<file path="config.mk">
export PLATFORM = sky130hd
export DESIGN_NAME = cam_display_top
export DESIGN_NICKNAME = d
export VERILOG_FILES = /design/src/hdl/pixel_pkg.sv /design/src/hdl/cam_display_top.sv /design/src/hdl/pixel_pipeline.sv /design/src/hdl/frame_buffer.sv /design/src/hdl/display_enable_fsm.sv /design/src/hdl/scan_timer.sv
export VERILOG_INCLUDE_DIRS = /design/src /design/src/include
export SDC_FILE = /design/constraint.sdc
export NUM_CORES = 2
export LEC_CHECK = 0
export BUFFER_PORTS_ARGS = -buffer_cell sky130_fd_sc_hd__buf_2
export CAP_MARGIN = 5
export CORE_MARGIN = 2
export CORE_UTILIZATION = 45
export DETAILED_ROUTE_END_ITERATION = 10
export PLACE_DENSITY = 0.59
export SYNTH_ARGS = -nofsm -noshare
export SYNTH_HDL_FRONTEND = slang
export SYNTH_HIERARCHICAL = 1
export SYNTH_SLANG_ARGS = --single-unit
</file>
<file path="constraint.sdc">
create_clock -name clk_25MHz -period 7.6 [get_ports clk_25MHz]
set_input_delay 0.76 -clock clk_25MHz [delete_from_list [all_inputs] [get_ports clk_25MHz]]
set_output_delay 0.76 -clock clk_25MHz [all_outputs]
set_load 0.05 [all_outputs]
</file>
<file path="src/include/cam_display_params.svh">
`ifndef CAM_DISPLAY_PARAMS_SVH
`define CAM_DISPLAY_PARAMS_SVH

// ====================
// image geometry
// ====================
`define IMG_WIDTH    16
`define IMG_HEIGHT   8

// raster frame incl. blanking
`define H_TOTAL      20
`define V_TOTAL      10
// vsync low for this whole line
`define VSYNC_LINE   9

// ====================
// widths and latencies
// ====================
`define ADDR_W       7
`define PIX_W        16
`define CH_W         8
`define MEM_RD_LAT   2
// address in to registered pixel out
`define PIPE_LATENCY 3

// ====================
// display modes and gray weights
// ====================
`define MODE_W       3
`define MODE_ORIG    3'd0
`define MODE_GRAY    3'd1
`define GRAY_R_WT    76
`define GRAY_G_WT    150
`define GRAY_B_WT    26

`endif
</file>
<file path="src/hdl/pixel_pkg.sv">
`include "cam_display_params.svh"

package pixel_pkg;

    // one stored pixel word, seen either raw or as rgb565 fields
    typedef union packed {
        // raw word as written and stored
        logic [`PIX_W-1:0] raw;
        // channel view, red in the top bits
        struct packed {
            logic [4:0] r;
            logic [5:0] g;
            logic [4:0] b;
        } rgb;
    } rgb565_t;

endpackage

</file>
<file path="src/hdl/cam_display_top.sv">
`timescale 1ns/1ps
`include "cam_display_params.svh"

module cam_display_top (
    input  logic               clk_25MHz,
    input  logic               rst_n,
    // external write port, no handshake
    input  logic               wr_en,
    input  logic [`ADDR_W-1:0] wr_addr,
    input  logic [`PIX_W-1:0]  wr_data,
    // async level from the capture side
    input  logic               frame_ready,
    input  logic [`MODE_W-1:0] filter_mode,
    output logic               vga_enable,
    output logic               pixel_valid,
    output logic [`CH_W-1:0]   red,
    output logic [`CH_W-1:0]   green,
    output logic [`CH_W-1:0]   blue
);

    // ====================
    // internal wires
    // ====================
    logic               active;
    logic [`ADDR_W-1:0] pixel_addr;
    logic               vsync_n;
    pixel_pkg::rgb565_t rd_data;

    // raster position and sync
    scan_timer u_scan_timer (
        .clk_25MHz  (clk_25MHz),
        .rst_n      (rst_n),
        .active     (active),
        .pixel_addr (pixel_addr),
        .vsync_n    (vsync_n)
    );

    // display on at the frame boundary
    display_enable_fsm u_display_enable_fsm (
        .clk_25MHz   (clk_25MHz),
        .rst_n       (rst_n),
        .frame_ready (frame_ready),
        .vsync_n     (vsync_n),
        .vga_enable  (vga_enable)
    );

    // rgb565 pixel store, read by scan address
    frame_buffer u_frame_buffer (
        .clk_25MHz (clk_25MHz),
        .wr_en     (wr_en),
        .wr_addr   (wr_addr),
        .wr_data   (wr_data),
        .rd_addr   (pixel_addr),
        .rd_data   (rd_data)
    );

    // expansion, gray and output registers
    pixel_pipeline u_pixel_pipeline (
        .clk_25MHz   (clk_25MHz),
        .rst_n       (rst_n),
        .active      (active),
        .rd_data     (rd_data),
        .filter_mode (filter_mode),
        .pixel_valid (pixel_valid),
        .red         (red),
        .green       (green),
        .blue        (blue)
    );

endmodule

</file>
<file path="src/hdl/pixel_pipeline.sv">
`timescale 1ns/1ps
`include "cam_display_params.svh"

module pixel_pipeline (
    input  logic               clk_25MHz,
    input  logic               rst_n,
    input  logic               active,
    input  pixel_pkg::rgb565_t rd_data,
    input  logic [`MODE_W-1:0] filter_mode,
    output logic               pixel_valid,
    output logic [`CH_W-1:0]   red,
    output logic [`CH_W-1:0]   green,
    output logic [`CH_W-1:0]   blue
);

    // active delayed to meet memory data
    logic [`MEM_RD_LAT-1:0] active_dly;
    logic                   active_aligned;

    // rgb888 from the stored word
    logic [`CH_W-1:0] r8;
    logic [`CH_W-1:0] g8;
    logic [`CH_W-1:0] b8;

    // weighted sum and its top byte
    logic [2*`CH_W-1:0] gray_sum;
    logic [`CH_W-1:0]   gray;

    // selected colour before the output register
    logic [`CH_W-1:0] sel_r;
    logic [`CH_W-1:0] sel_g;
    logic [`CH_W-1:0] sel_b;

    // ====================
    // active alignment
    // ====================
    always_ff @(posedge clk_25MHz or negedge rst_n) begin
        if (!rst_n) begin
            active_dly <= '0;
        end else begin
            active_dly <= {active_dly[`MEM_RD_LAT-2:0], active};
        end
    end

    assign active_aligned = active_dly[`MEM_RD_LAT-1];

    // ====================
    // colour expansion
    // ====================
    // pad low bits with ones
    assign r8 = {rd_data.rgb.r, 3'b111};
    assign g8 = {rd_data.rgb.g, 2'b11};
    assign b8 = {rd_data.rgb.b, 3'b111};

    // weights sum to 252, so 16 bits never overflow
    assign gray_sum = r8 * 16'(`GRAY_R_WT)
                    + g8 * 16'(`GRAY_G_WT)
                    + b8 * 16'(`GRAY_B_WT);
    assign gray     = gray_sum[2*`CH_W-1:`CH_W];

    // ====================
    // mode select
    // ====================
    always_comb begin
        if (!active_aligned) begin
            // black in blanking
            sel_r = '0;
            sel_g = '0;
            sel_b = '0;
        end else if (filter_mode == `MODE_GRAY) begin
            sel_r = gray;
            sel_g = gray;
            sel_b = gray;
        end else begin
            // orig and any unused code
            sel_r = r8;
            sel_g = g8;
            sel_b = b8;
        end
    end

    // output registers
    always_ff @(posedge clk_25MHz or negedge rst_n) begin
        if (!rst_n) begin
            pixel_valid <= 1'b0;
            red         <= '0;
            green       <= '0;
            blue        <= '0;
        end else begin
            pixel_valid <= active_aligned;
            red         <= sel_r;
            green       <= sel_g;
            blue        <= sel_b;
        end
    end

    // valid trails the scan flag by the full path latency
    valid_latency: assert property (
        @(posedge clk_25MHz) disable iff (!rst_n)
        pixel_valid == $past(active, `PIPE_LATENCY)
    );

endmodule

</file>
<file path="src/hdl/frame_buffer.sv">
`timescale 1ns/1ps
`include "cam_display_params.svh"

module frame_buffer (
    input  logic               clk_25MHz,
    input  logic               wr_en,
    input  logic [`ADDR_W-1:0] wr_addr,
    input  pixel_pkg::rgb565_t wr_data,
    input  logic [`ADDR_W-1:0] rd_addr,
    output pixel_pkg::rgb565_t rd_data
);

    localparam int DEPTH = 1 << `ADDR_W;

    // single bank, one word per pixel
    logic [`PIX_W-1:0]  mem [0:DEPTH-1];
    logic [`ADDR_W-1:0] rd_addr_q;

    // ====================
    // write port
    // ====================
    always_ff @(posedge clk_25MHz) begin
        if (wr_en) begin
            mem[wr_addr] <= wr_data.raw;
        end
    end

    // ====================
    // two stage read
    // ====================
    always_ff @(posedge clk_25MHz) begin
        // stage 1 address register
        rd_addr_q <= rd_addr;
        // stage 2 data register
        rd_data.raw <= mem[rd_addr_q];
    end

    // a written word is seen by the next memory read of its address
    wr_then_rd: assert property (
        @(posedge clk_25MHz)
        $past(wr_en) && (rd_addr_q == $past(wr_addr)) |=> rd_data.raw == $past(wr_data.raw, 2)
    );

endmodule

</file>
<file path="src/hdl/display_enable_fsm.sv">
`timescale 1ns/1ps
`include "cam_display_params.svh"

module display_enable_fsm (
    input  logic clk_25MHz,
    input  logic rst_n,
    input  logic frame_ready,
    input  logic vsync_n,
    output logic vga_enable
);

    // state codes
    localparam logic [1:0] WAIT_FRAME = 2'd0;
    localparam logic [1:0] WAIT_VSYNC = 2'd1;
    localparam logic [1:0] DISPLAY    = 2'd2;

    logic       ready_sync1;
    logic       ready_sync2;
    logic       vsync_prev;
    logic       vsync_rise;
    logic [1:0] state;

    // ====================
    // frame_ready synchronizer
    // ====================
    always_ff @(posedge clk_25MHz or negedge rst_n) begin
        if (!rst_n) begin
            ready_sync1 <= 1'b0;
            ready_sync2 <= 1'b0;
            vsync_prev  <= 1'b1;
        end else begin
            ready_sync1 <= frame_ready;
            ready_sync2 <= ready_sync1;
            vsync_prev  <= vsync_n;
        end
    end

    // end of the vsync pulse
    assign vsync_rise = !vsync_prev && vsync_n;

    // ====================
    // enable state machine
    // ====================
    always_ff @(posedge clk_25MHz or negedge rst_n) begin
        if (!rst_n) begin
            state <= WAIT_FRAME;
        end else if (!ready_sync2) begin
            // lost ready, drop back from any state
            state <= WAIT_FRAME;
        end else begin
            case (state)
                // ready seen, edge may already be here
                WAIT_FRAME: state <= vsync_rise ? DISPLAY : WAIT_VSYNC;
                WAIT_VSYNC: state <= vsync_rise ? DISPLAY : WAIT_VSYNC;
                DISPLAY:    state <= DISPLAY;
                default:    state <= WAIT_FRAME;
            endcase
        end
    end

    assign vga_enable = (state == DISPLAY);

    // display only follows a synchronized ready level
    enable_needs_ready: assert property (
        @(posedge clk_25MHz) disable iff (!rst_n)
        vga_enable |-> $past(ready_sync2)
    );

endmodule

</file>
<file path="src/hdl/scan_timer.sv">
`timescale 1ns/1ps
`include "cam_display_params.svh"

module scan_timer (
    input  logic              clk_25MHz,
    input  logic              rst_n,
    output logic              active,
    output logic [`ADDR_W-1:0] pixel_addr,
    output logic              vsync_n
);

    localparam int COL_W  = $clog2(`H_TOTAL);
    localparam int LINE_W = $clog2(`V_TOTAL);

    // current raster position
    logic [COL_W-1:0]  col;
    logic [LINE_W-1:0] line;
    logic              in_image;

    // ====================
    // raster counters
    // ====================
    always_ff @(posedge clk_25MHz or negedge rst_n) begin
        if (!rst_n) begin
            col  <= '0;
            line <= '0;
        end else if (col == COL_W'(`H_TOTAL - 1)) begin
            // end of line wraps column and steps line
            col <= '0;
            if (line == LINE_W'(`V_TOTAL - 1)) begin
                line <= '0;
            end else begin
                line <= line + 1'b1;
            end
        end else begin
            col <= col + 1'b1;
        end
    end

    // inside the 16 x 8 visible window
    assign in_image = (col < COL_W'(`IMG_WIDTH)) && (line < LINE_W'(`IMG_HEIGHT));

    // ====================
    // registered scan outputs
    // ====================
    always_ff @(posedge clk_25MHz or negedge rst_n) begin
        if (!rst_n) begin
            active     <= 1'b0;
            pixel_addr <= '0;
            vsync_n    <= 1'b1;
        end else begin
            active <= in_image;
            // line * width + column and parked at 0 in blanking
            pixel_addr <= in_image ? `ADDR_W'(line * `IMG_WIDTH + col) : '0;
            vsync_n    <= (line != LINE_W'(`VSYNC_LINE));
        end
    end

    // address steps by one along each visible run
    addr_steps_in_line: assert property (
        @(posedge clk_25MHz) disable iff (!rst_n)
        active && $past(active) |-> pixel_addr == $past(pixel_addr) + 1'b1
    );

endmodule

</file>
Word level (Yosys, flattened, before mapping)
Memories as Yosys holds them, arrays and structs flattened. A register that Yosys moved wholly into a read port is not among the register bits. Index checks and enable logic that the tools add are counted.

Input bits: 30. Latch bits: 0. Memories kept: 1. RAM bits: 2048. Output and inout port bits: 26. Bits in registers: 57. Memory bits (read-only): 0. Logic and storage cells: 51.

$mul: 3. Shifts and indexed selects: 0. Mux-type cells: 14. Magnitude comparators: 2. Add/subtract/negate cells: 5. Div/mod/pow operators: 0. Bitwise logic cells: 0. Equal/unequal tests: 6. Reductions and logical operators: 5.

Memories: u_frame_buffer.mem (depth 128, width 16, rd ports 1, clocked after memory_dff 1, write ports 1, RTL line frame_buffer.sv:16) `` logic [`PIX_W-1:0] mem [0:DEPTH-1]; ``.

Operators with widths (count): 8-bit 2-to-1 mux (6); 15-bit by 16-bit adder with 16-bit output (1); 16-bit by 13-bit adder with 16-bit output (1); 8-bit by 7-bit multiplier with 15-bit output (second input constant) (1); 8-bit by 5-bit multiplier with 13-bit output (second input constant) (1); 8-bit by 4-bit multiplier with 12-bit output (second input constant) (1); 7-bit by 5-bit adder with 7-bit output (1); 7-bit 2-to-1 mux (1); 5-bit by 1-bit adder with 5-bit output (second input constant) (1); 5-bit equality test (second input constant) (1); 5-bit < comparator (second input constant) (1); 5-bit 2-to-1 mux (1); 4-bit by 1-bit adder with 4-bit output (second input constant) (1); 4-bit equality test (second input constant) (1); 4-bit < comparator (second input constant) (1); 2-bit 2-to-1 mux (2); 4-bit 2-to-1 mux (1); 4-bit inequality test (second input constant) (1); 2-bit one-hot mux with 2 select lines (1); 3-bit by 1-bit equality test with 1-bit output (second input constant) (1); 2-bit by 1-bit equality test with 1-bit output (second input constant) (1); 2-bit equality test (second input constant) (1); 1-bit logical AND (2); 2-bit zero test (1); other kinds (3) (4).

Longest topological paths before layout
Depth in word-level cells: 5. Gate-level depth with buffers: 23. Mapped depth without buffers: 23.

Cells and area by module
Netlist, hierarchy kept.

Modules (own cells, without submodules): frame_buffer (cells an instance 3093, seq. area each 61959.4 µm², area an instance 78662.9 µm², instances 1); pixel_pipeline (cells an instance 337, seq. area each 550.5 µm², area an instance 3129.3 µm², instances 1); scan_timer (cells an instance 57, seq. area each 451.7 µm², area an instance 735.7 µm², instances 1); display_enable_fsm (cells an instance 10, seq. area each 126.4 µm², area an instance 168.9 µm², instances 1).

Worst setup path before layout
Ideal clock, no wire load.

Path kind: flip-flop to flip-flop. Start point: register u_frame_buffer/rd_data[8] (netlist bit), read port of u_frame_buffer.mem. End point: register u_pixel_pipeline.blue[7]. Stages on the path, launching flop included: 20. Data arrival time: 4506 ps. Library setup time: 122 ps. Slack: 2972 ps. Buffers on the path: 0. Cells stage by stage: dfxtp_1 > ha_1 > inv_1 > fa_1 > fa_1 > inv_1 > ha_1 > a21o_1 > a21oi_4 > nand2_1 > a21oi_1 > xor2_1 > fa_1 > inv_1 > ha_1 > a21o_1 > a21o_1 > o41a_1 > xor2_2 > o21ai_1.

Longest elaborated chain between the ends: 5.

Ends and longest elaborated chain: from (decl) (RTL line frame_buffer.sv:10) `output pixel_pkg::rgb565_t rd_data`; 8-bit by 7-bit multiplier with 15-bit output (RTL line pixel_pipeline.sv:57) `` + g8 * 16'(`GRAY_G_WT) ``; 15-bit by 16-bit adder with 16-bit output (RTL line pixel_pipeline.sv:56) `` assign gray_sum = r8 * 16'(`GRAY_R_WT) ``; 16-bit by 13-bit adder with 16-bit output (RTL line pixel_pipeline.sv:56); 8-bit 2-to-1 mux (RTL line pixel_pipeline.sv:70) `` end else if (filter_mode == `MODE_GRAY) begin ``; 8-bit 2-to-1 mux (RTL line pixel_pipeline.sv:65) `if (!active_aligned) begin`; net u_pixel_pipeline.sel_b[7] (RTL line pixel_pipeline.sv:32) `` logic [`CH_W-1:0] sel_b; ``; to (signal assigned) (RTL line pixel_pipeline.sv:93) `blue <= sel_b;`; to (decl) (RTL line pixel_pipeline.sv:13) `` output logic [`CH_W-1:0] blue ``.

The timed path passes the listed nets, and every way through them passes these cells. A chain may end at the register's enable or synchronous reset.

Worst setup path after layout
Start point: register u_frame_buffer/rd_data[8] (netlist bit), read port of u_frame_buffer.mem. End point: register u_pixel_pipeline.red[5].

Longest elaborated chain between the ends: 5.

Ends and longest elaborated chain: 8-bit by 7-bit multiplier with 15-bit output (RTL line pixel_pipeline.sv:57); 15-bit by 16-bit adder with 16-bit output (RTL line pixel_pipeline.sv:56); 16-bit by 13-bit adder with 16-bit output (RTL line pixel_pipeline.sv:56); 8-bit 2-to-1 mux (RTL line pixel_pipeline.sv:70); 8-bit 2-to-1 mux (RTL line pixel_pipeline.sv:65); net u_pixel_pipeline.sel_r[5] (RTL line pixel_pipeline.sv:30) `` logic [`CH_W-1:0] sel_r; ``; to (signal assigned) (RTL line pixel_pipeline.sv:91) `red <= sel_r;`; to (decl) (RTL line pixel_pipeline.sv:11) `` output logic [`CH_W-1:0] red, ``.

The timed path passes the listed nets, and every way through them passes these cells.

==> key figures <==
Drt
  • Routed wire length: 197000 um
  • Drt drc: 0
  • Final ANT Viol Nets: 0
  • 1st-pass router iterations: 5
  • Initial DRC Count: 4429
  • Average vias per placed instance: 5.83
  • DR WL/cell: 30.7 um
  • Vias: 37400

GRT
  • Global route overflow: 0
  • GR Util met3: 0.0349
  • Antenna violations before repair: 15
  • Met1 Resource Use GR: 0.312
  • Global Route Usage Sum: 0.212
  • Largest net degree at the start of global routing: 130
  • First-pass GRT wire length: 281000 um
  • Busiest grt layer: met2
  • Number of global-route vias before repair: 37600
  • GR Util met2: 0.338

Synthesis
  • Sequential cell area fraction in the yosys report: 0.763
  • #FFs+latches synth: 2116
  • Post-Syn Nets: 3619
  • Mean Syn Cell Area: 23.6 um2
  • Ys flop type: edfxtp_1
  • Number of synthesized flops with an enable pin: 2048
  • Async set-reset flop share out of synthesis: 0.0213
  • Mapped Area: 0.0827 mm2
  • Mapped Cells: 3497
  • Netlist cell types: 58
  • Warning count from the yosys run: 6

STA
  • Worst hold slack: 0.0806 ns
  • Final Hold Fails: 0
  • Max Slew Vio Count: 0
  • Accumulated negative setup slack: 0 ns
  • RSZ-0062 raised after global routing: no
  • Tcrit/Tclk final: 0.653
  • Relative slew slack: 0.206
  • FMAX: 201 MHz
  • Worst Tran Pin Value: 1.19 ns
  • Fin Clk Skew: 0.0549 ns
  • Final setup fails: 0
  • Crit path time final: 4.97 ns

Layout
  • Layout cells sized above 1: 0.325
  • Final net count: 3885
  • Final core utilization: 0.512
  • Synth-to-layout area growth: 13.3%
  • Cell Count, Final, Fillers Out: 6411

Setup path
  • Type of the worst setup path: register to register
  • R2r setup slk: 2.63 ns
  • Reg2reg start: u_frame_buffer/rd_data[8]$_DFF_P_
  • WP depth: 22
  • Crit path buf inv count: 3
  • CP max stage delay: 0.50 ns
  • Crit-path cells: ha_1 > inv_1 > fa_1 > fa_1 > inv_1 > ha_1 > a21o_1 > a21oi_4 > nor2_1 > a21oi_1 > o31ai_1 > nor2_1 > xor2_1 > fa_1 > inv_1 > ha_1 > nand3_1 > a21oi_1 > o21a_1 > o21ai_0 > nand2_1 > a21oi_1
  • Startpoint types: register
  • Crit-path max FO: 5
  • Worst path top cell family by delay: adder cells
  • Cells on worst reg2reg path: 22
  • CP max-delay cell: fa_1
  • Setup crit end kind: register
  • Critical Path AT: 5.67 ns
  • Req. time, crit path: 8.31 ns
  • R2R Path End: u_pixel_pipeline/red[5]$_DFF_PN0_

Floorplan
  • Ports: 56
  • Die Height: 433 um
  • Die area: 0.187 mm2
  • Total core area: 0.183 mm2
  • Initial core utilization: 0.452
  • Die Wd: 433 um
  • Num rows: 157

Clock tree
  • H-tree depth: 4
  • Num CTS Buffers: 209
  • Max Root-Sink Buffers: 3
  • CTS tree: built
  • Clock transition at the registers of the reported paths: 0.06 ns
  • Resized cells post-CTS: 0
  • Worst-Skew Late Latency: 0.83 ns
  • Clk root buf: clkbuf_16
  • Sink Count: 2116
  • Cts hold-fix bufs: 1
  • Setup bufs post-CTS: 0

Run
  • Max-Cap Viols: 0

Pwr
  • PD cells: 248 mW/mm2
  • Leakage power: 30.3 nW
  • Maximum VDD drop: 0.211 mV
  • Power Total: 23.2 mW

Outcome
  • Status: completed

Placed design
  • RD Place Congestion: 0.806
  • DPL Wire Length: 113000 um
  • PortBufs: 55
  • Cells after DPL: 6015

Worst hold path
  • HP Class: input port to async pin
==> flip-flops by register name (all words and copies together), names as in the netlist <==
signal                            flops
u_frame_buffer/mem                 2048
u_frame_buffer/rd_data               16
u_pixel_pipeline/blue                 8
u_frame_buffer/rd_addr_q              7
u_scan_timer/pixel_addr               7
u_pixel_pipeline/green                6
u_pixel_pipeline/red                  5
u_scan_timer/col                      5
u_scan_timer/line                     4
u_display_enable_fsm/state            2
u_pixel_pipeline/active_dly           2
u_display_enable_fsm/ready_sync1      1
u_display_enable_fsm/ready_sync2      1
u_display_enable_fsm/vsync_prev       1
u_pixel_pipeline/pixel_valid          1
u_scan_timer/active                   1
u_scan_timer/vsync_n                  1
==> worst max-delay path by stage <==
stage                                           start                                 end
finish              u_frame_buffer/rd_data[8]$_DFF_P_   u_pixel_pipeline/red[5]$_DFF_PN0_
CTS                 u_frame_buffer/rd_data[7]$_DFF_P_  u_pixel_pipeline/blue[5]$_DFF_PN0_
floorplan           u_frame_buffer/rd_data[8]$_DFF_P_  u_pixel_pipeline/blue[7]$_DFF_PN0_
detailed placement  u_frame_buffer/rd_data[7]$_DFF_P_   u_pixel_pipeline/red[5]$_DFF_PN0_
global placement    u_frame_buffer/rd_data[8]$_DFF_P_  u_pixel_pipeline/blue[5]$_DFF_PN0_
global route        u_frame_buffer/rd_data[8]$_DFF_P_  u_pixel_pipeline/blue[5]$_DFF_PN0_
==> per-layer routing <==
layer / vias to the layer above / share of wire
met2: 1179 / 0.49
li1: 15400 / -
met5: - / 0
met4: 0 / 0.019
met1: 20600 / 0.43
met3: 236 / 0.064
==> power by group <==
group / total [mW] / internal [mW] / switching, mW
sequential: 12.8 / 12.8 / 0.0120
clock: 9.97 / 5.61 / 4.36
combinational: 0.393 / 0.0748 / 0.318
total: 23.2 / 18.5 / 4.69
==> cells by family (layout without fill, tap and decap cells) <==
group                    Yosys count  in the layout  share of synthesized area
AO/OA/AOI/OAI                     82             82                    0.00667
XOR/XNOR                          35             35                    0.00380
adder cells (fa/ha/maj)           92             92                     0.0156
buffers and inverters            225            667                     0.0115
flip-flops                      2116           2116                      0.763
multiplexers                     690            690                      0.186
other                              0              8                          0
AND/OR/NAND/NOR                  257            257                     0.0141
==> cells in the mapped netlist, types with 2 or more instances <==
| library cell | instances | area (um2) |
|---|---|---|
| a21boi_0 | 3 | 22.5 |
| a21o_1 | 12 | 90.1 |
| a21oi_1 | 23 | 115 |
| a22o_1 | 5 | 43.8 |
| and2_1 | 8 | 50.1 |
| and2b_2 | 3 | 26.3 |
| buf_1 | 29 | 109 |
| buf_2 | 52 | 260 |
| buf_4 | 6 | 45.0 |
| buf_6 | 2 | 22.5 |
| clkbuf_1 | 83 | 312 |
| dfrtp_1 | 43 | 1080 |
| dfstp_2 | 2 | 52.6 |
| dfxtp_1 | 23 | 460 |
| edfxtp_1 | 2048 | 61500 |
| fa_1 | 18 | 360 |
| ha_1 | 74 | 926 |
| inv_1 | 53 | 199 |
| mux2_2 | 17 | 191 |
| mux4_2 | 672 | 15100 |
| nand2_1 | 36 | 135 |
| nand2b_1 | 5 | 31.3 |
| nand3_1 | 18 | 90.1 |
| nand3b_1 | 3 | 22.5 |
| nand4_1 | 3 | 18.8 |
| nor2_1 | 141 | 529 |
| nor2b_1 | 12 | 75.1 |
| nor3_1 | 15 | 75.1 |
| nor3b_1 | 3 | 22.5 |
| o21a_1 | 6 | 45.0 |
| o21ai_0 | 13 | 65.1 |
| o21ai_1 | 4 | 20.0 |
| o21bai_1 | 4 | 30.0 |
| or3b_1 | 2 | 17.5 |
| xnor2_1 | 21 | 184 |
| xor2_1 | 13 | 114 |
==> cell type report <==
cell class	instances	area, um2
inverters	53	199
clock inverters	114	1040
clock buffers	273	5560
diodes	8	20.0
flip-flops and latches	2116	63100
repair buffers	227	1780
multi-input cells	1156	18900
well taps	2464	3080
fillers	14300	89200
==> placed cells by master, fill, tap and decap left out, types with 43 or more instances in the layout <==
cell type	count
nor2_1	88
mux4_2	672
dfrtp_1	43
clkbuf_1	58
buf_4	173
nor2_2	49
inv_1	53
edfxtp_1	2048
ha_1	74
clkinv_1	49
clkbuf_16	212
==> per-stage QoR <==
step,area [um2],setup WS (ns)
final,93700,2.63
after global placement,87000,2.61
after CTS,93600,2.63
after global routing,93600,2.25
after detailed placement,87000,2.61
after floorplan,82700,2.97
No activity file was read; power rests on OpenSTA's default activity.
